### src/source/biu_axi_pkg.sv
// ============================================================
// AXI bus widths and channel payload structs
// ============================================================
`default_nettype none

package biu_axi_pkg;

  // ============================================================
  // Bus widths
  // ============================================================
  localparam int ADDR_W   = 40;
  localparam int DATA_W   = 128;
  localparam int STRB_W   = 16;
  localparam int AXI_ID_W = 8;

  // ============================================================
  // Channel payloads
  // ============================================================
  // Read address
  typedef struct packed {
    logic [ADDR_W-1:0]   addr;
    logic [AXI_ID_W-1:0] id;
    logic [7:0]          len;
    logic [2:0]          size;
    logic [1:0]          burst;
    logic [3:0]          cache;
    logic [2:0]          prot;
  } axi_ar_t;

  // Write address has the same field layout
  typedef axi_ar_t axi_aw_t;

  typedef struct packed {
    logic [DATA_W-1:0] data;
    logic [STRB_W-1:0] strb;
    logic              last;
  } axi_w_t;

  typedef struct packed {
    logic [DATA_W-1:0]   data;
    logic [AXI_ID_W-1:0] id;
    logic [1:0]          resp;
    logic                last;
  } axi_r_t;

  typedef struct packed {
    logic [AXI_ID_W-1:0] id;
    logic [1:0]          resp;
  } axi_b_t;

endpackage

`default_nettype wire
### src/source/biu_req_pkg.sv
// ============================================================
// Core-side request and response structs, source tags
// ============================================================
`default_nettype none

package biu_req_pkg;

  localparam int LOCAL_ID_W         = 4;
  localparam int MAX_WR_OUTSTANDING = 7;
  localparam int WR_CNT_W           = $clog2(MAX_WR_OUTSTANDING + 1);

  // Upper two bits of the AXI id
  typedef enum logic [1:0] {
    src_ifu = 2'd0,
    src_lsu = 2'd1,
    src_stb = 2'd2,
    src_vb  = 2'd3
  } biu_src_e;

  // Last read winner for round-robin
  typedef enum logic {
    last_ifu = 1'b0,
    last_lsu = 1'b1
  } rd_grant_e;

  typedef struct packed {
    logic [biu_axi_pkg::ADDR_W-1:0] addr;
    logic [LOCAL_ID_W-1:0]          id;
    logic [2:0]                     size;
    logic [1:0]                     burst;
    logic [3:0]                     cache;
    logic [2:0]                     prot;
  } core_rd_req_t;

  typedef struct packed {
    logic [biu_axi_pkg::ADDR_W-1:0] addr;
    logic [LOCAL_ID_W-1:0]          id;
    logic [2:0]                     size;
    logic [1:0]                     burst;
    logic [3:0]                     cache;
    logic [2:0]                     prot;
    logic [biu_axi_pkg::DATA_W-1:0] data;
    logic [biu_axi_pkg::STRB_W-1:0] strb;
    logic                           last;
  } core_wr_req_t;

  typedef struct packed {
    logic [biu_axi_pkg::DATA_W-1:0] data;
    logic [LOCAL_ID_W-1:0]          id;
    logic [1:0]                     resp;
    logic                           last;
  } core_rd_rsp_t;

endpackage

`default_nettype wire

### src/source/biu_top.sv
// ============================================================
// Bus interface unit top, arbiter plus read and write channels
// ============================================================
`timescale 1ns/1ps
`default_nettype none

module biu_top (
  input  wire                        forever_cpuclk,
  input  wire                        reset,
  input  wire                        ifu_rd_valid,
  input  biu_req_pkg::core_rd_req_t  ifu_rd_req,
  output logic                       ifu_rd_ready,
  input  wire                        lsu_rd_valid,
  input  biu_req_pkg::core_rd_req_t  lsu_rd_req,
  output logic                       lsu_rd_ready,
  input  wire                        stb_wr_valid,
  input  biu_req_pkg::core_wr_req_t  stb_wr_req,
  output logic                       stb_wr_ready,
  input  wire                        vb_wr_valid,
  input  biu_req_pkg::core_wr_req_t  vb_wr_req,
  output logic                       vb_wr_ready,
  output logic                       ifu_rsp_valid,
  output logic                       lsu_rsp_valid,
  output biu_req_pkg::core_rd_rsp_t  rd_rsp,
  output logic                       lsu_no_op,
  output logic                       pad_arvalid,
  output biu_axi_pkg::axi_ar_t       pad_ar,
  input  wire                        pad_arready,
  output logic                       pad_awvalid,
  output biu_axi_pkg::axi_aw_t       pad_aw,
  input  wire                        pad_awready,
  output logic                       pad_wvalid,
  output biu_axi_pkg::axi_w_t        pad_w,
  input  wire                        pad_wready,
  input  wire                        pad_rvalid,
  input  biu_axi_pkg::axi_r_t        pad_r,
  input  wire                        pad_bvalid,
  input  biu_axi_pkg::axi_b_t        pad_b
);

  // Arbiter to channels
  logic                  ar_valid;
  biu_axi_pkg::axi_ar_t  ar_req;
  logic                  ar_ready;
  logic                  wr_valid;
  biu_axi_pkg::axi_aw_t  aw_req;
  biu_axi_pkg::axi_w_t   w_req;
  logic                  wr_ready;

  biu_req_arbiter u_arbiter (.*);

  biu_read_channel u_read_channel (.*);

  biu_write_channel u_write_channel (.*);

endmodule

`default_nettype wire

### src/source/biu_write_channel.sv
// ============================================================
// AW and W register slices, outstanding write counter
// ============================================================
`timescale 1ns/1ps
`default_nettype none

module biu_write_channel (
  input  wire                   forever_cpuclk,
  input  wire                   reset,
  input  wire                   wr_valid,
  input  biu_axi_pkg::axi_aw_t  aw_req,
  input  biu_axi_pkg::axi_w_t   w_req,
  output logic                  wr_ready,
  output logic                  pad_awvalid,
  output biu_axi_pkg::axi_aw_t  pad_aw,
  input  wire                   pad_awready,
  output logic                  pad_wvalid,
  output biu_axi_pkg::axi_w_t   pad_w,
  input  wire                   pad_wready,
  input  wire                   pad_bvalid,
  input  biu_axi_pkg::axi_b_t   pad_b,
  output logic                  lsu_no_op
);

  logic                              aw_full;
  logic                              w_full;
  biu_axi_pkg::axi_aw_t              aw_q;
  biu_axi_pkg::axi_w_t               w_q;
  logic [biu_req_pkg::WR_CNT_W-1:0]  wr_cnt;
  logic [biu_req_pkg::WR_CNT_W:0]    wr_pend;
  logic                              wr_fire;
  logic                              aw_fire;
  biu_req_pkg::biu_src_e             b_src;

  // ============================================================
  // Accept and slices
  // ============================================================
  // A write still in the AW slice already holds a counter slot
  assign wr_pend  = wr_cnt + aw_full;
  assign wr_ready = (~aw_full | pad_awready) & (~w_full | pad_wready)
                  & (wr_pend < biu_req_pkg::MAX_WR_OUTSTANDING);
  assign wr_fire  = wr_valid & wr_ready;
  assign aw_fire  = pad_awvalid & pad_awready;

  always_ff @(posedge forever_cpuclk) begin
    if (reset) begin
      aw_full <= 1'b0;
      w_full  <= 1'b0;
    end else begin
      aw_full <= wr_fire | (aw_full & ~pad_awready);
      w_full  <= wr_fire | (w_full & ~pad_wready);
    end
  end

  // AW and W load together, drain apart
  always_ff @(posedge forever_cpuclk) begin
    if (wr_fire) begin
      aw_q <= aw_req;
      w_q  <= w_req;
    end
  end

  assign pad_awvalid = aw_full;
  assign pad_aw      = aw_q;
  assign pad_wvalid  = w_full;
  assign pad_w       = w_q;

  // ============================================================
  // Outstanding counter
  // ============================================================
  always_ff @(posedge forever_cpuclk) begin
    if (reset) begin
      wr_cnt <= '0;
    end else begin
      case ({aw_fire, pad_bvalid})
        2'b10:   wr_cnt <= wr_cnt + 1'b1;
        2'b01:   wr_cnt <= wr_cnt - 1'b1;
        default: wr_cnt <= wr_cnt;
      endcase
    end
  end

  assign lsu_no_op = (wr_cnt == '0) & ~aw_full & ~w_full;

  assign b_src = biu_req_pkg::biu_src_e'(pad_b.id[biu_axi_pkg::AXI_ID_W-1 -: 2]);

  // From zero the count can only hold or step up; a wrap lands on all ones
  a_no_underflow: assert property (@(posedge forever_cpuclk) disable iff (reset)
    wr_cnt == '0 |=> wr_cnt <= 1);

  // B only for an AW that went out, tagged by a write source
  a_b_expected: assert property (@(posedge forever_cpuclk) disable iff (reset)
    pad_bvalid |-> (wr_cnt != '0)
      && ((b_src == biu_req_pkg::src_stb) || (b_src == biu_req_pkg::src_vb)));

endmodule

`default_nettype wire

### src/source/biu_read_channel.sv
// ============================================================
// AR register slice and read response routing
// ============================================================
`timescale 1ns/1ps
`default_nettype none

module biu_read_channel (
  input  wire                        forever_cpuclk,
  input  wire                        reset,
  input  wire                        ar_valid,
  input  biu_axi_pkg::axi_ar_t       ar_req,
  output logic                       ar_ready,
  output logic                       pad_arvalid,
  output biu_axi_pkg::axi_ar_t       pad_ar,
  input  wire                        pad_arready,
  input  wire                        pad_rvalid,
  input  biu_axi_pkg::axi_r_t        pad_r,
  output logic                       ifu_rsp_valid,
  output logic                       lsu_rsp_valid,
  output biu_req_pkg::core_rd_rsp_t  rd_rsp
);

  logic                  ar_full;
  biu_axi_pkg::axi_ar_t  ar_q;
  biu_req_pkg::biu_src_e r_src;

  // ============================================================
  // AR slice
  // ============================================================
  // Room when empty or draining this cycle
  assign ar_ready = ~ar_full | pad_arready;

  always_ff @(posedge forever_cpuclk) begin
    if (reset) begin
      ar_full <= 1'b0;
    end else if (ar_ready) begin
      ar_full <= ar_valid;
    end
  end

  always_ff @(posedge forever_cpuclk) begin
    if (ar_valid && ar_ready) begin
      ar_q <= ar_req;
    end
  end

  assign pad_arvalid = ar_full;
  assign pad_ar      = ar_q;

  // ============================================================
  // Response routing
  // ============================================================
  assign r_src = biu_req_pkg::biu_src_e'(pad_r.id[biu_axi_pkg::AXI_ID_W-1 -: 2]);

  assign ifu_rsp_valid = pad_rvalid & (r_src == biu_req_pkg::src_ifu);
  assign lsu_rsp_valid = pad_rvalid & (r_src == biu_req_pkg::src_lsu);

  // Shared by both destinations with the local id only
  assign rd_rsp.data = pad_r.data;
  assign rd_rsp.id   = pad_r.id[biu_req_pkg::LOCAL_ID_W-1:0];
  assign rd_rsp.resp = pad_r.resp;
  assign rd_rsp.last = pad_r.last;

  // Only the arbiter's read tags can come back on R
  a_r_tag: assert property (@(posedge forever_cpuclk) disable iff (reset)
    pad_rvalid |-> (r_src == biu_req_pkg::src_ifu) || (r_src == biu_req_pkg::src_lsu));

endmodule

`default_nettype wire

### src/source/biu_req_arbiter.sv
// ============================================================
// Read and write request arbiter with AXI id tagging
// ============================================================
`timescale 1ns/1ps
`default_nettype none

module biu_req_arbiter (
  input  wire                        forever_cpuclk,
  input  wire                        reset,
  input  wire                        ifu_rd_valid,
  input  biu_req_pkg::core_rd_req_t  ifu_rd_req,
  output logic                       ifu_rd_ready,
  input  wire                        lsu_rd_valid,
  input  biu_req_pkg::core_rd_req_t  lsu_rd_req,
  output logic                       lsu_rd_ready,
  input  wire                        stb_wr_valid,
  input  biu_req_pkg::core_wr_req_t  stb_wr_req,
  output logic                       stb_wr_ready,
  input  wire                        vb_wr_valid,
  input  biu_req_pkg::core_wr_req_t  vb_wr_req,
  output logic                       vb_wr_ready,
  output logic                       ar_valid,
  output biu_axi_pkg::axi_ar_t       ar_req,
  input  wire                        ar_ready,
  output logic                       wr_valid,
  output biu_axi_pkg::axi_aw_t       aw_req,
  output biu_axi_pkg::axi_w_t        w_req,
  input  wire                        wr_ready
);

  biu_req_pkg::rd_grant_e    rd_last;
  logic                      ifu_win;
  biu_req_pkg::core_rd_req_t rd_sel;
  biu_req_pkg::biu_src_e     rd_src;
  biu_req_pkg::core_wr_req_t wr_sel;
  biu_req_pkg::biu_src_e     wr_src;

  // Tag in the top bits, local id in the bottom, zeros between
  function automatic logic [biu_axi_pkg::AXI_ID_W-1:0] make_id(
    input biu_req_pkg::biu_src_e              src,
    input logic [biu_req_pkg::LOCAL_ID_W-1:0] lid
  );
    make_id = {src, {(biu_axi_pkg::AXI_ID_W - 2 - biu_req_pkg::LOCAL_ID_W){1'b0}}, lid};
  endfunction

  // ============================================================
  // Round-robin read side
  // ============================================================
  assign ifu_win  = ifu_rd_valid & (~lsu_rd_valid | (rd_last == biu_req_pkg::last_lsu));
  assign ar_valid = ifu_rd_valid | lsu_rd_valid;
  assign rd_sel   = ifu_win ? ifu_rd_req : lsu_rd_req;
  assign rd_src   = ifu_win ? biu_req_pkg::src_ifu : biu_req_pkg::src_lsu;

  assign ifu_rd_ready = ifu_win & ar_ready;
  assign lsu_rd_ready = lsu_rd_valid & ~ifu_win & ar_ready;

  // Reset to lsu so ifu gets the first turn
  always_ff @(posedge forever_cpuclk) begin
    if (reset) begin
      rd_last <= biu_req_pkg::last_lsu;
    end else if (ifu_rd_ready) begin
      rd_last <= biu_req_pkg::last_ifu;
    end else if (lsu_rd_ready) begin
      rd_last <= biu_req_pkg::last_lsu;
    end
  end

  always_comb begin
    ar_req       = '0;
    ar_req.addr  = rd_sel.addr;
    ar_req.id    = make_id(rd_src, rd_sel.id);
    ar_req.size  = rd_sel.size;
    ar_req.burst = rd_sel.burst;
    ar_req.cache = rd_sel.cache;
    ar_req.prot  = rd_sel.prot;
  end

  // ============================================================
  // Write side with victim buffer priority
  // ============================================================
  assign wr_valid = vb_wr_valid | stb_wr_valid;
  assign wr_sel   = vb_wr_valid ? vb_wr_req : stb_wr_req;
  assign wr_src   = vb_wr_valid ? biu_req_pkg::src_vb : biu_req_pkg::src_stb;

  assign vb_wr_ready  = vb_wr_valid & wr_ready;
  assign stb_wr_ready = stb_wr_valid & ~vb_wr_valid & wr_ready;

  always_comb begin
    aw_req       = '0;
    aw_req.addr  = wr_sel.addr;
    aw_req.id    = make_id(wr_src, wr_sel.id);
    aw_req.size  = wr_sel.size;
    aw_req.burst = wr_sel.burst;
    aw_req.cache = wr_sel.cache;
    aw_req.prot  = wr_sel.prot;
    w_req.data   = wr_sel.data;
    w_req.strb   = wr_sel.strb;
    w_req.last   = wr_sel.last;
  end

  a_one_ready: assert property (@(posedge forever_cpuclk) disable iff (reset)
    $onehot0({ifu_rd_ready, lsu_rd_ready}) && $onehot0({stb_wr_ready, vb_wr_ready}));

endmodule

`default_nettype wire

### config.mk
export PLATFORM = sky130hd
export DESIGN_NAME = biu_top
export DESIGN_NICKNAME = d
export VERILOG_FILES = /design/src/source/biu_axi_pkg.sv /design/src/source/biu_req_pkg.sv /design/src/source/biu_top.sv /design/src/source/biu_write_channel.sv /design/src/source/biu_read_channel.sv /design/src/source/biu_req_arbiter.sv
export SDC_FILE = /design/constraint.sdc
export NUM_CORES = 1
export LEC_CHECK = 0
export BUFFER_PORTS_ARGS = -buffer_cell sky130_fd_sc_hd__buf_2
export CORE_AREA = 2 2 428 430
export CTS_CLUSTER_DIAMETER = 60
export CTS_CLUSTER_SIZE = 12
export DETAILED_ROUTE_END_ITERATION = 10
export DIE_AREA = 0 0 430 432
export PLACE_DENSITY = 0.3
export SETUP_SLACK_MARGIN = 0.15
export SKIP_CTS_REPAIR_TIMING = 1
export SYNTH_ARGS = -nofsm -noshare
export SYNTH_HDL_FRONTEND = slang
export SYNTH_SLANG_ARGS = --single-unit
### constraint.sdc
create_clock -name forever_cpuclk -period 19.4 [get_ports forever_cpuclk]
set_clock_uncertainty 0.15 [all_clocks]
set_input_delay 1.94 -clock forever_cpuclk [delete_from_list [all_inputs] [get_ports forever_cpuclk]]
set_output_delay 1.94 -clock forever_cpuclk [all_outputs]
set_load 0.01 [all_outputs]
-- After elaboration in Yosys (flattened, before gate mapping)
Cells that the tools add are included.
Widths: inputs -> output; s select.
- equality and inequality tests: 3
- shifts and indexed selects: 0
- bitwise logic cells: 33
- multipliers: 0
- order comparisons: 1
- muxes and demuxes: 7
- add/sub/neg operators: 3
- reduce and logical (&&, ||, !) cells: 5
- divide/modulo/power cells: 0
- operators with widths (cell ; number):
    $mux 201 ; 1
    $mux 56 ; 1
    $and 1x1->1 ; 17
    $not 1->1 ; 8
    $or 1x1->1 ; 8
    $pmux 3 s2 ; 1
    $add 3x1->4 ; 1
    $eq 2x1->1 const B ; 2
    $lt 4x3->1 const B ; 1
    $mux 1 ; 4
    $reduce_bool 2->1 ; 2
    $add 3x1->3 const B ; 1
    $logic_not 3->1 ; 1
    $sub 3x1->3 const B ; 1
    $eq 2x2->1 const B ; 1
    $logic_not 2->1 ; 1
    $logic_and 1x1->1 ; 1
- logic and storage cells: 72
- bits in writable memories: 0
- ROM bits: 0
- input port bits: 674
- latch bits: 0
- output and inout bits: 426
- memories: 0
- flip-flop bits (word level): 268

-- Depth between registers and ports, before layout
- depth in word-level cells: 8
- mapped depth: 7
- gate-level depth less buffers: 7

-- Modules after synthesis
Synthesis repeated with hierarchy kept, for this count alone.
- cell total of the unflattened synthesis: 787
- area, all modules: 13361.6 um^2
- modules (own cells, without submodules) (module ; instances ; seq. area each (um^2) ; area an instance (um^2) ; cells an instance):
    biu_write_channel ; 1 ; 6496.2 ; 6717.7 ; 252
    biu_req_arbiter ; 1 ; 20.0 ; 3517.1 ; 325
    biu_read_channel ; 1 ; 2062.0 ; 3126.7 ; 210

-- Worst setup path after synthesis
OpenSTA, ideal clock, no wires.
- kind: input port to flip-flop
- start: input port vb_wr_valid
- end: register u_write_channel.aw_q, in the netlist u_write_channel.pad_aw[0], enable pin
- setup time: 767 ps
- arrival time: 10710 ps
- stages: 4
- data required time: 18483 ps
- setup slack: 7774 ps
- buffers on the path: 2
- cell sequence: buf_2 buf_2 nor2_1 nor2_1
- word-level cells in the longest chain between the ends: 2
- ends and longest elaborated chain (element ; line ; text):
    from (decl) ; biu_top.sv:19 ; input wire vb_wr_valid,
    $or 1x1->1 ; biu_req_arbiter.sv:81 ; assign wr_valid = vb_wr_valid | stb_wr_valid;
    $and 1x1->1 ; biu_write_channel.sv:42 ; assign wr_fire = wr_valid & wr_ready;
    named net u_write_channel.wr_fire ; biu_write_channel.sv:31 ; logic wr_fire;
    to (signal assigned) ; biu_write_channel.sv:58 ; aw_q <= aw_req;
    to (decl) ; biu_write_channel.sv:27 ; biu_axi_pkg::axi_aw_t aw_q;
The timed path passes the listed nets, and every way through them passes these cells.
A chain may end at the register's enable or synchronous reset.

-- Worst setup path in the final report
- start: input port lsu_rd_valid
- end: output port lsu_rd_ready
- word-level cells in the longest chain between the ends: 6
- ends and longest elaborated chain (element ; line ; text):
    from (decl) ; biu_top.sv:13 ; input wire lsu_rd_valid,
    $not 1->1 ; biu_req_arbiter.sv:49 ; assign ifu_win = ifu_rd_valid & (~lsu_rd_valid | (rd_last == biu_req_pkg::last_lsu));
    $or 1x1->1 ; biu_req_arbiter.sv:49 ;
    $and 1x1->1 ; biu_req_arbiter.sv:49 ;
    $not 1->1 ; biu_req_arbiter.sv:55 ; assign lsu_rd_ready = lsu_rd_valid & ~ifu_win & ar_ready;
    $and 1x1->1 (*) (2 in a row) ; biu_req_arbiter.sv:55 ;
    to (decl) ; biu_top.sv:15 ; output logic lsu_rd_ready,
Mark *: on every way between the ends. The rest lies on a longest branch, timed or not.

==> metrics.md <==
| Metric | Value |
|---|---|
| Root Buffer | clkbuf_16 |
| Yosys warns | 0 |
| Iter 0 DRT Violations | 419 |
| Seq cells post-synth | ~270 |
| WHS Path Cells | 2 |
| Area Overhead vs Synth | 57.76% |
| DRC Markers | 0 |
| LEAKAGE | just under 8 nW |
| Full die area | approximately 190,000 µm² |
| Final antenna-violating net count | 0 |
| Place WS | ~14,000 ps |
| Min-Delay Path Class | reg2reg |
| Die Y | 432 µm |
| Power density cells | 93.12 nW/µm² |
| Final hold violation count | 0 |
| DP Wirelength | between 50,000 and 60,000 µm |
| Via/cell ratio | 2.316 |
| Hold Startpoint | u_write_channel.pad_wvalid |
| Count of buffers from port buffering | 795 |
| Slew Viols, Final | 0 |
| CP Launch Point | lsu_rd_valid |
| WS Path Type | in2out |
| Post-synth top area cell | edfxtp_1 |
| First-pass GRT wire length | a little under 90,000 µm |
| Count leader, synth | edfxtp_1 |
| Worst Reg-to-Reg Cells | 7 |
| Met2 Usage GRT | 0.1271 |
| Fin crit period | 5338 ps |
| Final hold slack | between 300 and 400 ps |
| Worst slew pin tran | 970.6 ps |
| Status | finished clean |
| Max Cap Violations | 0 |
| Peak Freq | roughly 0.19 GHz |
| Post-synth EDFFs | approximately 260 |
| Worst-Skew Late Latency | ~600 ps |
| Die width | approximately 430 µm |
| Post-Route Setup TNS | 0 ps |
| Worst VDD drop | roughly 0.000046 V |
| Rows | around 160 |
| WP data required | about 17,000 ps |
| RSZ-0062 raised after global routing | false |
| Most used DFF post-synth | edfxtp_1 |
| Clock Sink Count | ~270 |
| Top cells by count, synth | edfxtp_1, mux2_2, buf_4 |
| Layout Nets | roughly 2,100 |
| Share of cells above drive strength 1 | 0.7647 |
| Initial Util | 0.06888 |
| Syn Area/Cell | roughly 16 µm² |
| Synth top area share | 0.6214 |
| Final setup viols | 0 |
| Worst-path clk slew | about 60 ps |
| Synthesized area | 12,520 µm² |
| Register area share after synthesis | 0.6326 |
| Worst flop-to-flop path startpoint | u_write_channel.pad_awvalid |
| CTS tree | yes |
| Global-route layer with the greatest usage | met2 |
| Final worst-path cycle share | 0.2752 |
| Synth unique cells | 30 |
| CP Launch Type | input pin |
| CTS buffer count | 43 |
| DR pass1 iterations | 4 |
| Drt wl/cell | roughly 18 µm |
| Met1 usage in global routing | 0.07734 |
| FFs w/ async S/R, synth | 0 |
| Synth top area cells | edfxtp_1, mux2_2, buf_4 |
| Vias in the first global route | 9,044 |
| Max clock buf depth | 3 |
| Critical Path Fanout Max | a little under 60 |
| Worst EP arrival | about 3300 ps |
| Htree depth | 2 |
| Post-synthesis cell count | between 700 and 800 |
| Met3 usage | 0.01973 |
| Total vias in the final route | 8,964 |
| Total track usage | 0.06997 |
| Initial antenna violation count | 37 |
| Worst slew margin | 0.3530 |
| CP Capture Type | output pin |
| Grt ovf | 0 |
| Drt total wl | 68,870 µm |
| Fin worst setup slack | approximately 14,000 ps |
| Placer congestion estimate | 0.7727 |
| Largest net degree at the start of global routing | 67 |
| Post-layout util | 0.1087 |
| I/O Pins | roughly 1,100 |
| Core Region | ~180,000 µm² |
==> worst paths after layout <==
path,to,slack (ps)
worst max-delay path,lsu_rd_ready,14060
worst min-delay path,u_write_channel.pad_wvalid,390
worst max register to register,u_write_channel.pad_w[46],15080
worst min register to register,u_write_channel.pad_wvalid,390
==> metrics by stage <==
step                instance area (µm²)  power, mW  cells
floorplan                         12590     0.9185    779
global placement                  18250      1.055   3781
detailed placement                18250      1.052   3781
CTS                               19720      1.890   3860
global route                      19720      1.926   3860
finish                            19750      1.839   3870
==> sequential cells by signal (all words and copies together) (netlist names) <==
name                         cells
u_write_channel.pad_w          145
u_read_channel.pad_ar           57
u_write_channel.pad_aw          57
u_write_channel.wr_cnt           3
u_arbiter.rd_last                1
u_read_channel.pad_arvalid       1
u_write_channel.pad_awvalid      1
u_write_channel.pad_wvalid       1
==> power by group <==
part	leakage, nW	internal, mW	total, mW	switching (mW)
combinational	4.41	0.123	0.289	0.165
clock	0.702	0.486	0.810	0.325
sequential	2.61	0.718	0.739	0.0214
total	7.72	1.33	1.84	0.512
==> final cells by class <==
type                       instances  area (µm²)
sequential                       266        7918
timing repair buffer             803        4049
antenna                           10       25.02
tap                             2385        2984
clock inverter                    32       366.6
clock buffer                      47        1101
multi-input combinational        322        3283
fill                           20780      162000
inverter                           5       18.77
==> placed cells by master (no fill, tap or decap), drive strengths merged <==
cell type  synthesis  routed
nor2b              1       1
mux2             257     257
and3b              1       1
clkbuf             0      47
a21o               2       2
nor2              10      10
ha                 3       3
or4                1       1
edfxtp           259     259
a21oi              6       6
buf              186     803
fa                 1       1
o2111ai            1       1
clkinvlp           0       6
o21bai             1       1
o21ai              2       2
inv                5      13
xor2               2       2
xnor2              1       1
diode              0      10
nor3b              2       2
dfxtp              7       7
nand2              2       2
nand3              1       1
or3                1       1
clkinv             0      13
and3               2       2
conb               2      22
nand2b             3       3
bufinv             0       5
==> kinds of logic after synthesis <==
logic type,after synthesis,synth area share
xor+xnor,3,0.002100
flops,266,0.6326
compound gates,12,0.006598
buf+inv,191,0.1123
simple gates,24,0.009998
fa+ha+maj,4,0.004599
other cells,2,0.0006000
mux,257,0.2312
==> routing by layer <==
metal,vias up,part of all wire
li1,4036,-
met1,4254,0.37
met2,473,0.53
met3,189,0.072
met4,12,0.030
met5,-,0.0012
==> critical path: stages <==
cell,delay [ps]
buf_2,130
inv_2,50
o21ai_4,100
buf_4,620
and3_1,260
buf_2,140
No activity file was read; power rests on OpenSTA's default activity.
